**config.mk**
```make
export PLATFORM = sky130hd
export DESIGN_NAME = addrgen
export DESIGN_NICKNAME = d
export VERILOG_FILES = /design/src/verilog/addrgen_pkg.sv /design/src/verilog/addrgen.sv /design/src/verilog/ax_issue.sv /design/src/verilog/burst_planner.sv /design/src/verilog/lsu_req_fifo.sv /design/src/verilog/vmem_req_ctrl.sv
export VERILOG_INCLUDE_DIRS = /design/src
export SDC_FILE = /design/constraint.sdc
export NUM_CORES = 1
export LEC_CHECK = 0
export BUFFER_PORTS_ARGS = -buffer_cell sky130_fd_sc_hd__buf_2
export CAP_MARGIN = 20
export CORE_ASPECT_RATIO = 0.5
export CORE_MARGIN = 5
export CORE_UTILIZATION = 50
export CTS_CLUSTER_DIAMETER = 150
export DETAILED_ROUTE_END_ITERATION = 8
export HOLD_SLACK_MARGIN = 0.02
export PLACE_DENSITY = 0.7
export SLEW_MARGIN = 5
export SYNTH_ARGS = -nofsm -noshare
export SYNTH_HDL_FRONTEND = slang
export SYNTH_SLANG_ARGS = --single-unit
```
**constraint.sdc**
```tcl
create_clock -name clk_i -period 8.22 [get_ports clk_i]
set_input_delay 0.822 -clock clk_i [delete_from_list [all_inputs] [get_ports clk_i]]
set_output_delay 0.822 -clock clk_i [all_outputs]
set_load 0.05 [all_outputs]
```
**src/addrgen_defs.svh**
```systemverilog
// Shared sizing macros for the vector memory address generator
// Included by the package and by every RTL unit that needs a width
`ifndef ADDRGEN_DEFS_SVH
`define ADDRGEN_DEFS_SVH

//////////////////////////////////////////////////
// Bus geometry
//////////////////////////////////////////////////

// Byte address width on the AR/AW channels
`define ADDRGEN_ADDR_W 32
// Bus data width, one beat is DATA_W/8 bytes
`define ADDRGEN_DATA_W 64

//////////////////////////////////////////////////
// Burst limits
//////////////////////////////////////////////////

// Longest INCR burst in beats
`define ADDRGEN_MAX_BEATS 256
// Bursts never cross a 4 KiB page
`define ADDRGEN_PAGE_BITS 12
// Vector length counter width in elements
`define ADDRGEN_LEN_W 16

`endif

```
**src/verilog/addrgen_pkg.sv**
```systemverilog
// Types shared by the address generator units and the testbench
// Holds the request, AX and queue structs plus the state and opcode enums
`include "addrgen_defs.svh"

package addrgen_pkg;

  //////////////////////////////////////////////////
  // Opcodes and element widths
  //////////////////////////////////////////////////

  // Unit-stride and strided loads/stores
  typedef enum logic [1:0] {
    VLE  = 2'd0,
    VSE  = 2'd1,
    VLSE = 2'd2,
    VSSE = 2'd3
  } mem_op_e;

  // Value is log2 of the element size in bytes
  typedef enum logic [1:0] {
    EW8  = 2'd0,
    EW16 = 2'd1,
    EW32 = 2'd2,
    EW64 = 2'd3
  } vew_e;

  // AXI burst encoding, only INCR is generated
  localparam logic [1:0] BURST_INCR = 2'b01;

  //////////////////////////////////////////////////
  // Payloads
  //////////////////////////////////////////////////

  // Vector memory request from the sequencer
  typedef struct packed {
    mem_op_e                    op;
    logic [`ADDRGEN_ADDR_W-1:0] addr;
    logic [`ADDRGEN_LEN_W-1:0]  len;
    logic [`ADDRGEN_ADDR_W-1:0] stride;
    vew_e                       vew;
  } vmem_req_t;

  // Shared by AR and AW, len is beats minus one
  typedef struct packed {
    logic [`ADDRGEN_ADDR_W-1:0] addr;
    logic [7:0]                 len;
    logic [2:0]                 size;
    logic [1:0]                 burst;
  } ax_req_t;

  // Copy of an issued request for the load/store units
  typedef struct packed {
    logic [`ADDRGEN_ADDR_W-1:0] addr;
    logic [7:0]                 len;
    logic [2:0]                 size;
    logic                       is_load;
  } lsu_req_t;

  //////////////////////////////////////////////////
  // FSM states
  //////////////////////////////////////////////////

  typedef enum logic [1:0] {ISSUE_IDLE, ISSUE_PLAN, ISSUE_REQUEST} issue_state_e;

  typedef enum logic [1:0] {CTRL_IDLE, CTRL_CHECK, CTRL_BUSY, CTRL_ACK} ctrl_state_e;

  // Loads go out on AR, stores on AW
  function automatic logic is_load(mem_op_e op);
    return (op == VLE) || (op == VLSE);
  endfunction

  // Unit-stride accesses become INCR bursts
  function automatic logic is_unit_stride(mem_op_e op);
    return (op == VLE) || (op == VSE);
  endfunction

endpackage

```
**src/verilog/addrgen.sv**
```systemverilog
// Top of the vector memory address generator
// Connects the request front end, issue FSM, burst planner and LSU queue
`timescale 1ns/1ns
`include "addrgen_defs.svh"

module addrgen (
  input  logic                   clk_i,
  input  logic                   rst_ni,
  input  addrgen_pkg::vmem_req_t pe_req_i,
  input  logic                   pe_req_valid_i,
  input  logic                   ar_ready_i,
  input  logic                   aw_ready_i,
  input  logic                   lsu_req_ready_i,
  output logic                   pe_req_ready_o,
  output logic                   ack_o,
  output logic                   error_o,
  output addrgen_pkg::ax_req_t   ar_o,
  output logic                   ar_valid_o,
  output addrgen_pkg::ax_req_t   aw_o,
  output logic                   aw_valid_o,
  output addrgen_pkg::lsu_req_t  lsu_req_o,
  output logic                   lsu_req_valid_o
);

  ////////////////////////////////////////////////
  // Internal wiring
  ////////////////////////////////////////////////

  logic                       issue_start;
  logic                       issue_done;
  addrgen_pkg::vmem_req_t     issue_req;
  // Planner loop
  logic [`ADDRGEN_ADDR_W-1:0] plan_addr;
  logic [`ADDRGEN_LEN_W-1:0]  plan_len;
  addrgen_pkg::vew_e          plan_vew;
  logic [`ADDRGEN_ADDR_W-1:0] plan_end;
  // Queue side
  logic                       fifo_push;
  addrgen_pkg::lsu_req_t      fifo_data;
  logic                       fifo_full;
  logic                       fifo_empty;

  vmem_req_ctrl u_ctrl (
    .clk_i         (clk_i),
    .rst_ni        (rst_ni),
    .pe_req_i      (pe_req_i),
    .pe_req_valid_i(pe_req_valid_i),
    .issue_done_i  (issue_done),
    .pe_req_ready_o(pe_req_ready_o),
    .ack_o         (ack_o),
    .error_o       (error_o),
    .issue_start_o (issue_start),
    .issue_req_o   (issue_req)
  );

  burst_planner u_planner (
    .addr_i    (plan_addr),
    .len_i     (plan_len),
    .vew_i     (plan_vew),
    .end_addr_o(plan_end)
  );

  ax_issue u_issue (
    .clk_i           (clk_i),
    .rst_ni          (rst_ni),
    .start_i         (issue_start),
    .req_i           (issue_req),
    .end_addr_i      (plan_end),
    .ar_ready_i      (ar_ready_i),
    .aw_ready_i      (aw_ready_i),
    .fifo_full_i     (fifo_full),
    .fifo_empty_i    (fifo_empty),
    .fifo_head_load_i(lsu_req_o.is_load),
    .addr_o          (plan_addr),
    .len_o           (plan_len),
    .vew_o           (plan_vew),
    .ar_o            (ar_o),
    .ar_valid_o      (ar_valid_o),
    .aw_o            (aw_o),
    .aw_valid_o      (aw_valid_o),
    .push_o          (fifo_push),
    .push_data_o     (fifo_data),
    .done_o          (issue_done)
  );

  // Ready from either LSU pops the head
  lsu_req_fifo u_fifo (
    .clk_i  (clk_i),
    .rst_ni (rst_ni),
    .push_i (fifo_push),
    .data_i (fifo_data),
    .pop_i  (lsu_req_ready_i),
    .data_o (lsu_req_o),
    .valid_o(lsu_req_valid_o),
    .full_o (fifo_full),
    .empty_o(fifo_empty)
  );

endmodule

```
**src/verilog/ax_issue.sv**
```systemverilog
// AR/AW request issue FSM
// Walks a started request burst by burst (unit-stride) or element by element
// (strided), pushes a copy of each request to the LSU queue, pulses done at the end
`timescale 1ns/1ns
`include "addrgen_defs.svh"

module ax_issue (
  input  logic                       clk_i,
  input  logic                       rst_ni,
  input  logic                       start_i,
  input  addrgen_pkg::vmem_req_t     req_i,
  input  logic [`ADDRGEN_ADDR_W-1:0] end_addr_i,
  input  logic                       ar_ready_i,
  input  logic                       aw_ready_i,
  input  logic                       fifo_full_i,
  input  logic                       fifo_empty_i,
  input  logic                       fifo_head_load_i,
  output logic [`ADDRGEN_ADDR_W-1:0] addr_o,
  output logic [`ADDRGEN_LEN_W-1:0]  len_o,
  output addrgen_pkg::vew_e          vew_o,
  output addrgen_pkg::ax_req_t       ar_o,
  output logic                       ar_valid_o,
  output addrgen_pkg::ax_req_t       aw_o,
  output logic                       aw_valid_o,
  output logic                       push_o,
  output addrgen_pkg::lsu_req_t      push_data_o,
  output logic                       done_o
);

  localparam int unsigned PB       = `ADDRGEN_PAGE_BITS;
  localparam int unsigned LEN_W    = `ADDRGEN_LEN_W;
  localparam int unsigned BEAT_LOG = $clog2(`ADDRGEN_DATA_W / 8);

  addrgen_pkg::issue_state_e  state_q, state_d;
  addrgen_pkg::vmem_req_t     cur_q, cur_d;
  logic [`ADDRGEN_ADDR_W-1:0] end_q, end_d;
  addrgen_pkg::ax_req_t       ax;
  logic                       load;
  logic                       unit;
  logic                       dir_ok;
  logic                       ax_valid;
  logic                       fire;
  logic [PB-1:0]              beat_span;
  logic [PB:0]                burst_bytes;
  logic [LEN_W-1:0]           burst_elems;

  assign load = addrgen_pkg::is_load(cur_q.op);
  assign unit = addrgen_pkg::is_unit_stride(cur_q.op);

  // Current position toward the burst planner
  assign addr_o = cur_q.addr;
  assign len_o  = cur_q.len;
  assign vew_o  = cur_q.vew;

  //////////////////////////////////////////////////
  // Burst geometry
  //////////////////////////////////////////////////

  // Byte distance from aligned start to end, shifted gives beats minus one
  assign beat_span = end_q[PB-1:0] - {cur_q.addr[PB-1:BEAT_LOG], {BEAT_LOG{1'b0}}};

  // Elements covered by this burst
  assign burst_bytes = {1'b0, end_q[PB-1:0]} - {1'b0, cur_q.addr[PB-1:0]} + 1'b1;
  assign burst_elems = LEN_W'(burst_bytes >> cur_q.vew);

  always_comb begin
    ax.addr  = cur_q.addr;
    ax.burst = addrgen_pkg::BURST_INCR;
    if (unit) begin
      ax.len  = beat_span[BEAT_LOG +: 8];
      ax.size = 3'(BEAT_LOG);
    end else begin
      // One beat per element, sized to the element
      ax.len  = 8'd0;
      ax.size = {1'b0, cur_q.vew};
    end
  end

  //////////////////////////////////////////////////
  // Handshake
  //////////////////////////////////////////////////

  // Keep the direction until the queue has drained
  assign dir_ok   = fifo_empty_i || (fifo_head_load_i == load);
  assign ax_valid = (state_q == addrgen_pkg::ISSUE_REQUEST) && !fifo_full_i && dir_ok;

  assign ar_o       = ax;
  assign aw_o       = ax;
  assign ar_valid_o = ax_valid && load;
  assign aw_valid_o = ax_valid && !load;
  assign fire       = ax_valid && (load ? ar_ready_i : aw_ready_i);

  // Every accepted AX request is also queued for the LSUs
  assign push_o      = fire;
  assign push_data_o = '{addr: ax.addr, len: ax.len, size: ax.size, is_load: load};

  always_comb begin
    state_d = state_q;
    cur_d   = cur_q;
    end_d   = end_q;
    done_o  = 1'b0;
    case (state_q)
      addrgen_pkg::ISSUE_IDLE: begin
        if (start_i) begin
          cur_d   = req_i;
          state_d = addrgen_pkg::ISSUE_PLAN;
        end
      end
      addrgen_pkg::ISSUE_PLAN: begin
        end_d = end_addr_i;
        // Empty vector, nothing to issue
        if (cur_q.len == '0) begin
          done_o  = 1'b1;
          state_d = addrgen_pkg::ISSUE_IDLE;
        end else begin
          state_d = addrgen_pkg::ISSUE_REQUEST;
        end
      end
      addrgen_pkg::ISSUE_REQUEST: begin
        if (fire) begin
          if (unit) begin
            cur_d.addr = end_q + 1'b1;
            cur_d.len  = (cur_q.len > burst_elems) ? cur_q.len - burst_elems : '0;
            // Replan from the next beat
            state_d    = addrgen_pkg::ISSUE_PLAN;
          end else begin
            cur_d.addr = cur_q.addr + cur_q.stride;
            cur_d.len  = cur_q.len - 1'b1;
          end
          if (cur_d.len == '0) begin
            done_o  = 1'b1;
            state_d = addrgen_pkg::ISSUE_IDLE;
          end
        end
      end
      default: state_d = addrgen_pkg::ISSUE_IDLE;
    endcase
  end

  always_ff @(posedge clk_i or negedge rst_ni) begin
    if (!rst_ni) begin
      state_q <= addrgen_pkg::ISSUE_IDLE;
    end else begin
      state_q <= state_d;
    end
  end

  // Working copy of the request and the planned burst end
  always_ff @(posedge clk_i) begin
    cur_q <= cur_d;
    end_q <= end_d;
  end

endmodule

```
**src/verilog/burst_planner.sv**
```systemverilog
// Burst end address calculation for unit-stride accesses
// Purely combinational, fed with the current address and remaining length
`timescale 1ns/1ns
`include "addrgen_defs.svh"

module burst_planner (
  input  logic [`ADDRGEN_ADDR_W-1:0] addr_i,
  input  logic [`ADDRGEN_LEN_W-1:0]  len_i,
  input  addrgen_pkg::vew_e          vew_i,
  output logic [`ADDRGEN_ADDR_W-1:0] end_addr_o
);

  localparam int unsigned AW         = `ADDRGEN_ADDR_W;
  localparam int unsigned PB         = `ADDRGEN_PAGE_BITS;
  localparam int unsigned BEAT_BYTES = `ADDRGEN_DATA_W / 8;
  localparam int unsigned BEAT_LOG   = $clog2(BEAT_BYTES);
  // Room for len shifted by the largest element size
  localparam int unsigned CNT_W      = `ADDRGEN_LEN_W + 4;
  localparam int unsigned MAX_BYTES  = `ADDRGEN_MAX_BEATS * BEAT_BYTES;

  logic [CNT_W-1:0] req_bytes;
  logic [CNT_W-1:0] burst_bytes;
  logic [AW-1:0]    last_byte;
  logic [AW-1:0]    start_aligned;
  logic [AW-1:0]    end_aligned;

  // Bytes still wanted by the instruction
  assign req_bytes = {4'b0000, len_i} << vew_i;

  // No burst beyond the beat limit
  assign burst_bytes = (req_bytes > CNT_W'(MAX_BYTES)) ? CNT_W'(MAX_BYTES) : req_bytes;

  assign last_byte     = addr_i + AW'(burst_bytes) - 1'b1;
  assign start_aligned = {addr_i[AW-1:BEAT_LOG], {BEAT_LOG{1'b0}}};

  // Round the last byte up to the end of its beat
  assign end_aligned = {last_byte[AW-1:BEAT_LOG], {BEAT_LOG{1'b1}}};

  //////////////////////////////////////////////////
  // 4 KiB page clip
  //////////////////////////////////////////////////

  always_comb begin
    end_addr_o = end_aligned;
    // Stop at the last byte of the start page
    if (end_aligned[AW-1:PB] != start_aligned[AW-1:PB]) begin
      end_addr_o = {start_aligned[AW-1:PB], {PB{1'b1}}};
    end
  end

endmodule

```
**src/verilog/lsu_req_fifo.sv**
```systemverilog
// Two-entry queue of issued AX requests toward the load/store units
// Push and pop are ignored when full or empty respectively
`timescale 1ns/1ns

module lsu_req_fifo (
  input  logic                  clk_i,
  input  logic                  rst_ni,
  input  logic                  push_i,
  input  addrgen_pkg::lsu_req_t data_i,
  input  logic                  pop_i,
  output addrgen_pkg::lsu_req_t data_o,
  output logic                  valid_o,
  output logic                  full_o,
  output logic                  empty_o
);

  addrgen_pkg::lsu_req_t mem_q [2];
  logic                  wr_ptr_q;
  logic                  rd_ptr_q;
  logic [1:0]            count_q;
  logic                  do_push;
  logic                  do_pop;

  assign full_o  = (count_q == 2'd2);
  assign empty_o = (count_q == 2'd0);
  assign valid_o = !empty_o;
  assign data_o  = mem_q[rd_ptr_q];

  assign do_push = push_i && !full_o;
  assign do_pop  = pop_i && !empty_o;

  // Pointers and occupancy
  always_ff @(posedge clk_i or negedge rst_ni) begin
    if (!rst_ni) begin
      wr_ptr_q <= 1'b0;
      rd_ptr_q <= 1'b0;
      count_q  <= 2'd0;
    end else begin
      if (do_push) wr_ptr_q <= !wr_ptr_q;
      if (do_pop)  rd_ptr_q <= !rd_ptr_q;
      case ({do_push, do_pop})
        2'b10:   count_q <= count_q + 2'd1;
        2'b01:   count_q <= count_q - 2'd1;
        default: count_q <= count_q;
      endcase
    end
  end

  always_ff @(posedge clk_i) begin
    if (do_push) mem_q[wr_ptr_q] <= data_i;
  end

endmodule

```
**src/verilog/vmem_req_ctrl.sv**
```systemverilog
// Front end of the address generator
// Takes one request when idle, checks base alignment, starts the issue FSM
// and acknowledges completion or a misalignment error
`timescale 1ns/1ns
`include "addrgen_defs.svh"

module vmem_req_ctrl (
  input  logic                   clk_i,
  input  logic                   rst_ni,
  input  addrgen_pkg::vmem_req_t pe_req_i,
  input  logic                   pe_req_valid_i,
  input  logic                   issue_done_i,
  output logic                   pe_req_ready_o,
  output logic                   ack_o,
  output logic                   error_o,
  output logic                   issue_start_o,
  output addrgen_pkg::vmem_req_t issue_req_o
);

  addrgen_pkg::ctrl_state_e   state_q, state_d;
  addrgen_pkg::vmem_req_t     req_q;
  logic                       ready_q;
  logic [`ADDRGEN_ADDR_W-1:0] align_mask;
  logic                       misaligned;

  // Any address bit below the element size flags an error
  assign align_mask = ~({`ADDRGEN_ADDR_W{1'b1}} << req_q.vew);
  assign misaligned = |(req_q.addr & align_mask);

  assign pe_req_ready_o = ready_q;
  assign issue_req_o    = req_q;

  //////////////////////////////////////////////////
  // Control FSM
  //////////////////////////////////////////////////

  always_comb begin
    state_d       = state_q;
    ack_o         = 1'b0;
    error_o       = 1'b0;
    issue_start_o = 1'b0;
    case (state_q)
      addrgen_pkg::CTRL_IDLE: begin
        if (pe_req_valid_i && ready_q) begin
          state_d = addrgen_pkg::CTRL_CHECK;
        end
      end
      addrgen_pkg::CTRL_CHECK: begin
        // Misaligned requests are acked right away with no bus traffic
        if (misaligned) begin
          ack_o   = 1'b1;
          error_o = 1'b1;
          state_d = addrgen_pkg::CTRL_IDLE;
        end else begin
          issue_start_o = 1'b1;
          state_d       = addrgen_pkg::CTRL_BUSY;
        end
      end
      addrgen_pkg::CTRL_BUSY: begin
        if (issue_done_i) begin
          state_d = addrgen_pkg::CTRL_ACK;
        end
      end
      addrgen_pkg::CTRL_ACK: begin
        ack_o   = 1'b1;
        state_d = addrgen_pkg::CTRL_IDLE;
      end
      default: state_d = addrgen_pkg::CTRL_IDLE;
    endcase
  end

  // Ready follows the next state so it stays low while in reset
  always_ff @(posedge clk_i or negedge rst_ni) begin
    if (!rst_ni) begin
      state_q <= addrgen_pkg::CTRL_IDLE;
      ready_q <= 1'b0;
    end else begin
      state_q <= state_d;
      ready_q <= (state_d == addrgen_pkg::CTRL_IDLE);
    end
  end

  // Capture the accepted request
  always_ff @(posedge clk_i) begin
    if (pe_req_valid_i && ready_q) begin
      req_q <= pe_req_i;
    end
  end

endmodule
```
After elaboration in Yosys (flattened, before gate mapping)
Memory sizes are Yosys's and may differ from the RTL's. Index checks and enable logic that the tools add are counted.

$add $sub $neg: 11. Multipliers: 0. Divide/modulo/power cells: 0. Order comparisons: 2. Equality and inequality tests: 15. Shifts and indexed selects: 3. Muxes and demuxes: 33. Bitwise operators: 2. Reductions and logical operators: 29.

Operator list (number): $mux W48 (4); $pmux W48 S2 (1); $mux W82 (1); $add A32 B1 Y32 const B (1); $add A32 B20 Y32 (1); $add A32 B32 Y32 (1); $and A32 B32 Y32 (1); $logic_not A16 Y1 (2); $mux W32 (1); $not A32 Y32 (1); $reduce_or A32 Y1 (1); $shl A32 B2 Y32 const A (1); $sub A32 B1 Y32 const B (1); $gt A20 B12 Y1 const B (1); $mux W20 (1); $ne A20 B20 Y1 (1); $shl A16 B2 Y20 (1); $gt A16 B16 Y1 (1); $mux W16 (1); $mux W2 (8); $shr A13 B2 Y16 (1); $sub A16 B1 Y16 const B (1); $sub A16 B16 Y16 (1); $add A13 B1 Y13 const B (1); other kinds (23) (60).

Register bits after elaboration: 209. Bits in latches: 0. Bits in writable memories: 88. Bits in read-only memories: 0. Bits of input ports: 90. Output and inout port bits: 140. Logic and storage cells: 114. Memories: 1.

Memory list: u_fifo.mem_q (depth 2, bits a word 44, read ports 1, clocked after Yosys merged registers in 0, write ports 1, RTL line lsu_req_fifo.sv:17) `addrgen_pkg::lsu_req_t mem_q [2];`.

Longest topological paths before layout
Depth after elaboration: 15. Mapped depth: 25. Gate-level depth less buffers: 25.

Cells and area by module
From an unflattened synthesis, not the netlist that was laid out.

Cell total of the unflattened synthesis: 2008. Area total of the unflattened synthesis: 20591.0 um^2.

Modules (own cells, without submodules): ax_issue (times used 1, cells an instance 1198, area an instance 10874.2 um^2, sequential area each 3533.4 um^2); burst_planner (times used 1, cells an instance 552, area an instance 3628.5 um^2, sequential area each 0.0 um^2); lsu_req_fifo (times used 1, cells an instance 156, area an instance 3397.0 um^2, sequential area each 2742.6 um^2); vmem_req_ctrl (times used 1, cells an instance 102, area an instance 2691.3 um^2, sequential area each 2597.5 um^2).

Worst setup path before layout
OpenSTA, ideal clock, no wires.

Kind: reg-to-reg. Start: register u_issue.cur_q, in the netlist u_issue.addr_o[3]. End: register u_issue.state_q[0]. Library setup time: 0.124 ns. Arrival: 5.655 ns. Data required time: 8.096 ns. Path slack: 2.442 ns. Stages on the path, launching flop included: 22. Buffers on the path: 0. Period minus slack after synthesis: 5.778 ns. Cells stage by stage: edfxtp_1 > ha_1 > fa_1 > or4b_2 > a21boi_0 > o221ai_1 > a21oi_1 > a21oi_1 > o21bai_1 > a21oi_1 > xnor2_1 > or3_1 > ha_1 > nand4_1 > or4_1 > a21oi_1 > a21o_1 > nand4b_1 > nand3_1 > nor4_1 > mux2_2 > a32o_1.

Cells in the longest elaborated chain, start to end: 12. Elaborated cells on any way between the ends: 15. Classes of those cells: add/sub (3); order compare (1); eq/ne (1); shift (1); mux (7); reduce/logical (2).

RTL lines: from (decl) (RTL line ax_issue.sv:35) `addrgen_pkg::vmem_req_t cur_q, cur_d;`; from (signal assigned) (RTL line ax_issue.sv:150) `cur_q <= cur_d;`; $sub A12 B12 Y13 * (RTL line ax_issue.sv:63) `assign burst_bytes = {1'b0, end_q[PB-1:0]} - {1'b0, cur_q.addr[PB-1:0]} + 1'b1;`; $add A13 B1 Y13 * (RTL line ax_issue.sv:63); $shr A13 B2 Y16 * (RTL line ax_issue.sv:64) `assign burst_elems = LEN_W'(burst_bytes >> cur_q.vew);`; $sub A16 B16 Y16 / $gt A16 B16 Y1 (equally long branches) (RTL line ax_issue.sv:123) `cur_d.len = (cur_q.len > burst_elems) ? cur_q.len - burst_elems : '0;`; $mux W16 * (RTL line ax_issue.sv:123); $mux W48 * (RTL line ax_issue.sv:121) `if (unit) begin`; $mux W48 * (RTL line ax_issue.sv:120) `if (fire) begin`; $mux W48 * (RTL line ax_issue.sv:102) `case (state_q)`; $logic_not A16 Y1 * (RTL line ax_issue.sv:130) `if (cur_d.len == '0) begin`; $mux W2 (RTL line ax_issue.sv:130); $mux W2 (RTL line ax_issue.sv:120); $pmux W2 S3 (RTL line ax_issue.sv:102); to (signal assigned) (RTL line ax_issue.sv:142) `state_q <= addrgen_pkg::ISSUE_IDLE;`; to (signal assigned) (RTL line ax_issue.sv:144) `state_q <= state_d;`; to (decl) (RTL line ax_issue.sv:34) `addrgen_pkg::issue_state_e state_q, state_d;`.

Mark *: on every way between the ends. The rest lies on a longest branch, timed or not. The select of a mux whose other input is x is not followed. A chain may end at the register's enable or synchronous reset.

Final worst setup path
Ends and elaborated chain as after synthesis.

==> results by group <==
Drt
  • Vias: about 15,000
  • Post-Route WL: 53,500 um
  • DRT Pass-1 Iters: 5
  • Starting DRT DRC Count: roughly 1,400
  • # DRC: 0
  • Antenna Nets Post-Route: 0
  • Post-DR wirelength/cell: 21.9 um
  • Via/cell ratio: 5.94

Setup path
  • Worst-path fanout max: 8
  • Startpoint Class: flop
  • Slowest CP cell: or4b_2
  • Crit path capture type: flop
  • Critical Path Max Stage Delay: about 0.7 ns
  • Launching point of the worst reg2reg path: u_issue.addr_o[3]
  • Most used cell along the critical path: a21oi_1
  • Crit path from: u_issue.addr_o[3]
  • CP cell instances: ha_1 -> fa_1 -> or4b_2 -> a21boi_0 -> o221ai_1 -> a21oi_1 -> a21oi_1 -> o21bai_1 -> a21oi_1 -> xnor2_1 -> mux2i_1 -> mux2i_1 -> ha_1 -> a21oi_1 -> o21ai_0 -> o31ai_1 -> a21o_1 -> nand4b_1 -> nand3_1 -> nor4_1 -> mux2_2 -> a32o_1
  • Crit path DAT: 7.08 ns
  • Setup CP Type: reg2reg
  • Critical path data required time: approximately 8.7 ns

Global routing
  • GR Util All Layers: 24.7%
  • Initial antenna violation count: 1
  • Largest net degree at the start of global routing: 66
  • First-pass GRT wire length: 81,700 um
  • Vias in the first global route: 13,900
  • Remaining Overflow, GRT: 0

Floorplan
  • Initial Util: between 50% and 60%
  • Die extent in x: ~280 um
  • Die area: around 0.042 mm^2
  • Std cell rows: 50
  • Die height: 147 um
  • Core area: roughly 0.037 mm^2
  • Boundary Pins: 230

Yosys
  • Synth warnings: 0
  • Average cell area after synthesis: around 10 um^2
  • Yosys top cell by area: edfxtp_1
  • Sequential area share after synthesis: a little under half
  • Top cells by area, synth: edfxtp_1, ha_1, buf_4, mux2_2, a21oi_1
  • Cell area after synthesis: around 0.019 mm^2
  • #FFs+latches synth: approximately 290
  • Synth top area share: roughly 45%
  • Most used DFF post-synth: edfxtp_1
  • Post-synth ARST share: ~3%
  • Gate Count Post-Synth: ~1,800
  • Post-synth cell types: 80
  • Post-synth EDFFs: 283

Clock network
  • CTS Buf Count: 28
  • Worst-path clk slew: roughly 0.07 ns
  • Clk Latency, worst-skew pair: 0.57 ns
  • Deepest clock path buffer count: 3
  • CTS sink cnt: roughly 290
  • CTS tree: done
  • Root Buffer: clkbuf_16
  • Hold_buf cts: 0
  • Post-CTS setup buffers: 0
  • Number of H-tree levels: 1
  • Post_cts resized: 0

Timing
  • Final number of setup-violating endpoints: 0
  • Fmax achieved: ~150 MHz
  • Part of the cycle the worst path needs: between 80% and 90%
  • Worst-Margin Slew: roughly 1.1 ns
  • Unrepaired setup endpoints after global routing: false
  • TNS Setup: 0 ns
  • Min Tclk post-route: roughly 6.6 ns
  • Slew headroom: approximately 28%
  • Final hold vios: 0
  • Max-slew violations: 0
  • Clock skew: 0.0172 ns

Finish
  • Area Overhead vs Synth: 10.2%
  • Layout cells sized above 1: 19.2%
  • Commonest non-fill, non-tap cell in the layout: edfxtp_1
  • Most frequent cells in the layout: edfxtp_1, buf_2, nand2_1
  • Final nets: 2,141
  • Fillers: between 3,000 and 4,000
  • Finished Cell Area: approximately 0.021 mm^2

Placement
  • Final HPWL DP: just under 40,000 um
  • Buffers on Ports: roughly 220
  • GP Congestion: 1.04
  • Post-DP Area: between 0.015 and 0.02 mm^2

Outcome
  • Status: complete, no violations

Worst hold path
  • Worst hold path class: in2async

Run
  • MaxCap Viol Count: 0
-- synthesized netlist by cell type (17+ instances only) --
library cell	n
mux2i_1	22
nor2_1	113
o21a_1	17
buf_4	82
a21oi_1	119
xor2_1	64
nand4_1	35
a21o_1	30
nand2_1	153
o21ai_0	102
nor3_1	25
o211ai_1	17
and3_1	18
xnor2_1	62
nand3_1	49
inv_1	99
ha_1	119
clkbuf_1	81
edfxtp_1	283
mux2_2	54
-- metrics by stage --
stage / setup slack [ns] / util, % / cells / hold WS [ns]
5_1_grt: 0.991 / 55.7 / 2442 / 0.0962
2_1_floorplan: 2.44 / - / 1824 / 0.400
4_1_cts: 1.63 / 55.7 / 2441 / 0.0878
6_report: 1.60 / 55.7 / 2442 / 0.109
3_3_place_gp: 1.83 / 53.2 / 2389 / 0.401
3_5_place_dp: 1.65 / 53.2 / 2389 / 0.405
-- worst paths after layout --
check,endpoint,slack (ns),depth (start not counted)
worst min-delay path,u_fifo.wr_ptr_q,0.11,1
max in group asynchronous,u_fifo.rd_ptr_q,7.88,1
worst max register to register,u_issue.state_q[0],1.60,22
worst min register to register,u_issue.cur_q[33],0.42,0
min in group clk_i,u_ctrl.issue_req_o[28],0.41,1
worst max-delay path,u_issue.state_q[0],1.60,22
-- routing by layer --
metal,vias to the layer above,part of all wire [%],track usage (%)
met5,-,0,0
met4,0,2.3,5.94
met3,75,6.9,3.84
met2,534,46,40.1
met1,7067,45,35.2
li1,6834,-,-
-- cell families after synthesis --
| family | after synthesis | share of synthesized area [%] |
|---|---|---|
| AND/OR/NAND/NOR | 483 | 12.4 |
| AO/OA/AOI/OAI | 432 | 14.9 |
| flip-flops | 292 | 46.2 |
| buffers and inverters | 271 | 7.14 |
| adder cells (fa/ha/maj) | 126 | 8.63 |
| XOR/XNOR | 126 | 5.85 |
| multiplexers | 80 | 4.82 |
| other | 2 | 0.0398 |
-- registers in the layout, summed over array words and instances (netlist names) --
signal / flops
u_issue.cur_q: 34
u_issue.len_o: 16
u_ctrl.state_q: 2
u_fifo.rd_ptr_q: 1
u_issue.state_q: 2
u_fifo.wr_ptr_q: 1
u_issue.addr_o: 32
u_fifo.mem_q: 86
u_issue.vew_o: 2
u_fifo.count_q: 2
u_ctrl.issue_req_o: 84
u_ctrl.pe_req_ready_o: 1
u_issue.end_q: 29
-- layout make-up --
| cell class | count | area, um^2 | share of cell area (%) |
|---|---|---|---|
| inverters | 101 | 380 | 1.83 |
| multi-input cells | 1261 | 8870 | 42.6 |
| clock buffers | 28 | 701 | 3.37 |
| repair buffers | 241 | 1250 | 6.02 |
| flip-flops and latches | 292 | 8720 | 41.9 |
| clock inverters | 24 | 259 | 1.24 |
| diodes | 1 | 2.50 | 0.0120 |
| well taps | 494 | 618 | 2.97 |
-- worst max-delay path, delay by kind of cell (launching register included) --
family	cells	cell delay (ns)
and+or+nand+nor	4	1.56
xor gates and xnor gates	1	0.21
adders and majority gates	3	1.09
DFF	1	0.49
AOI/OAI and AO/OA	11	2.42
muxes	3	0.71
Power is not shown: default switching activity piles up to over one toggle a cycle in this logic, so the estimate is an artifact.
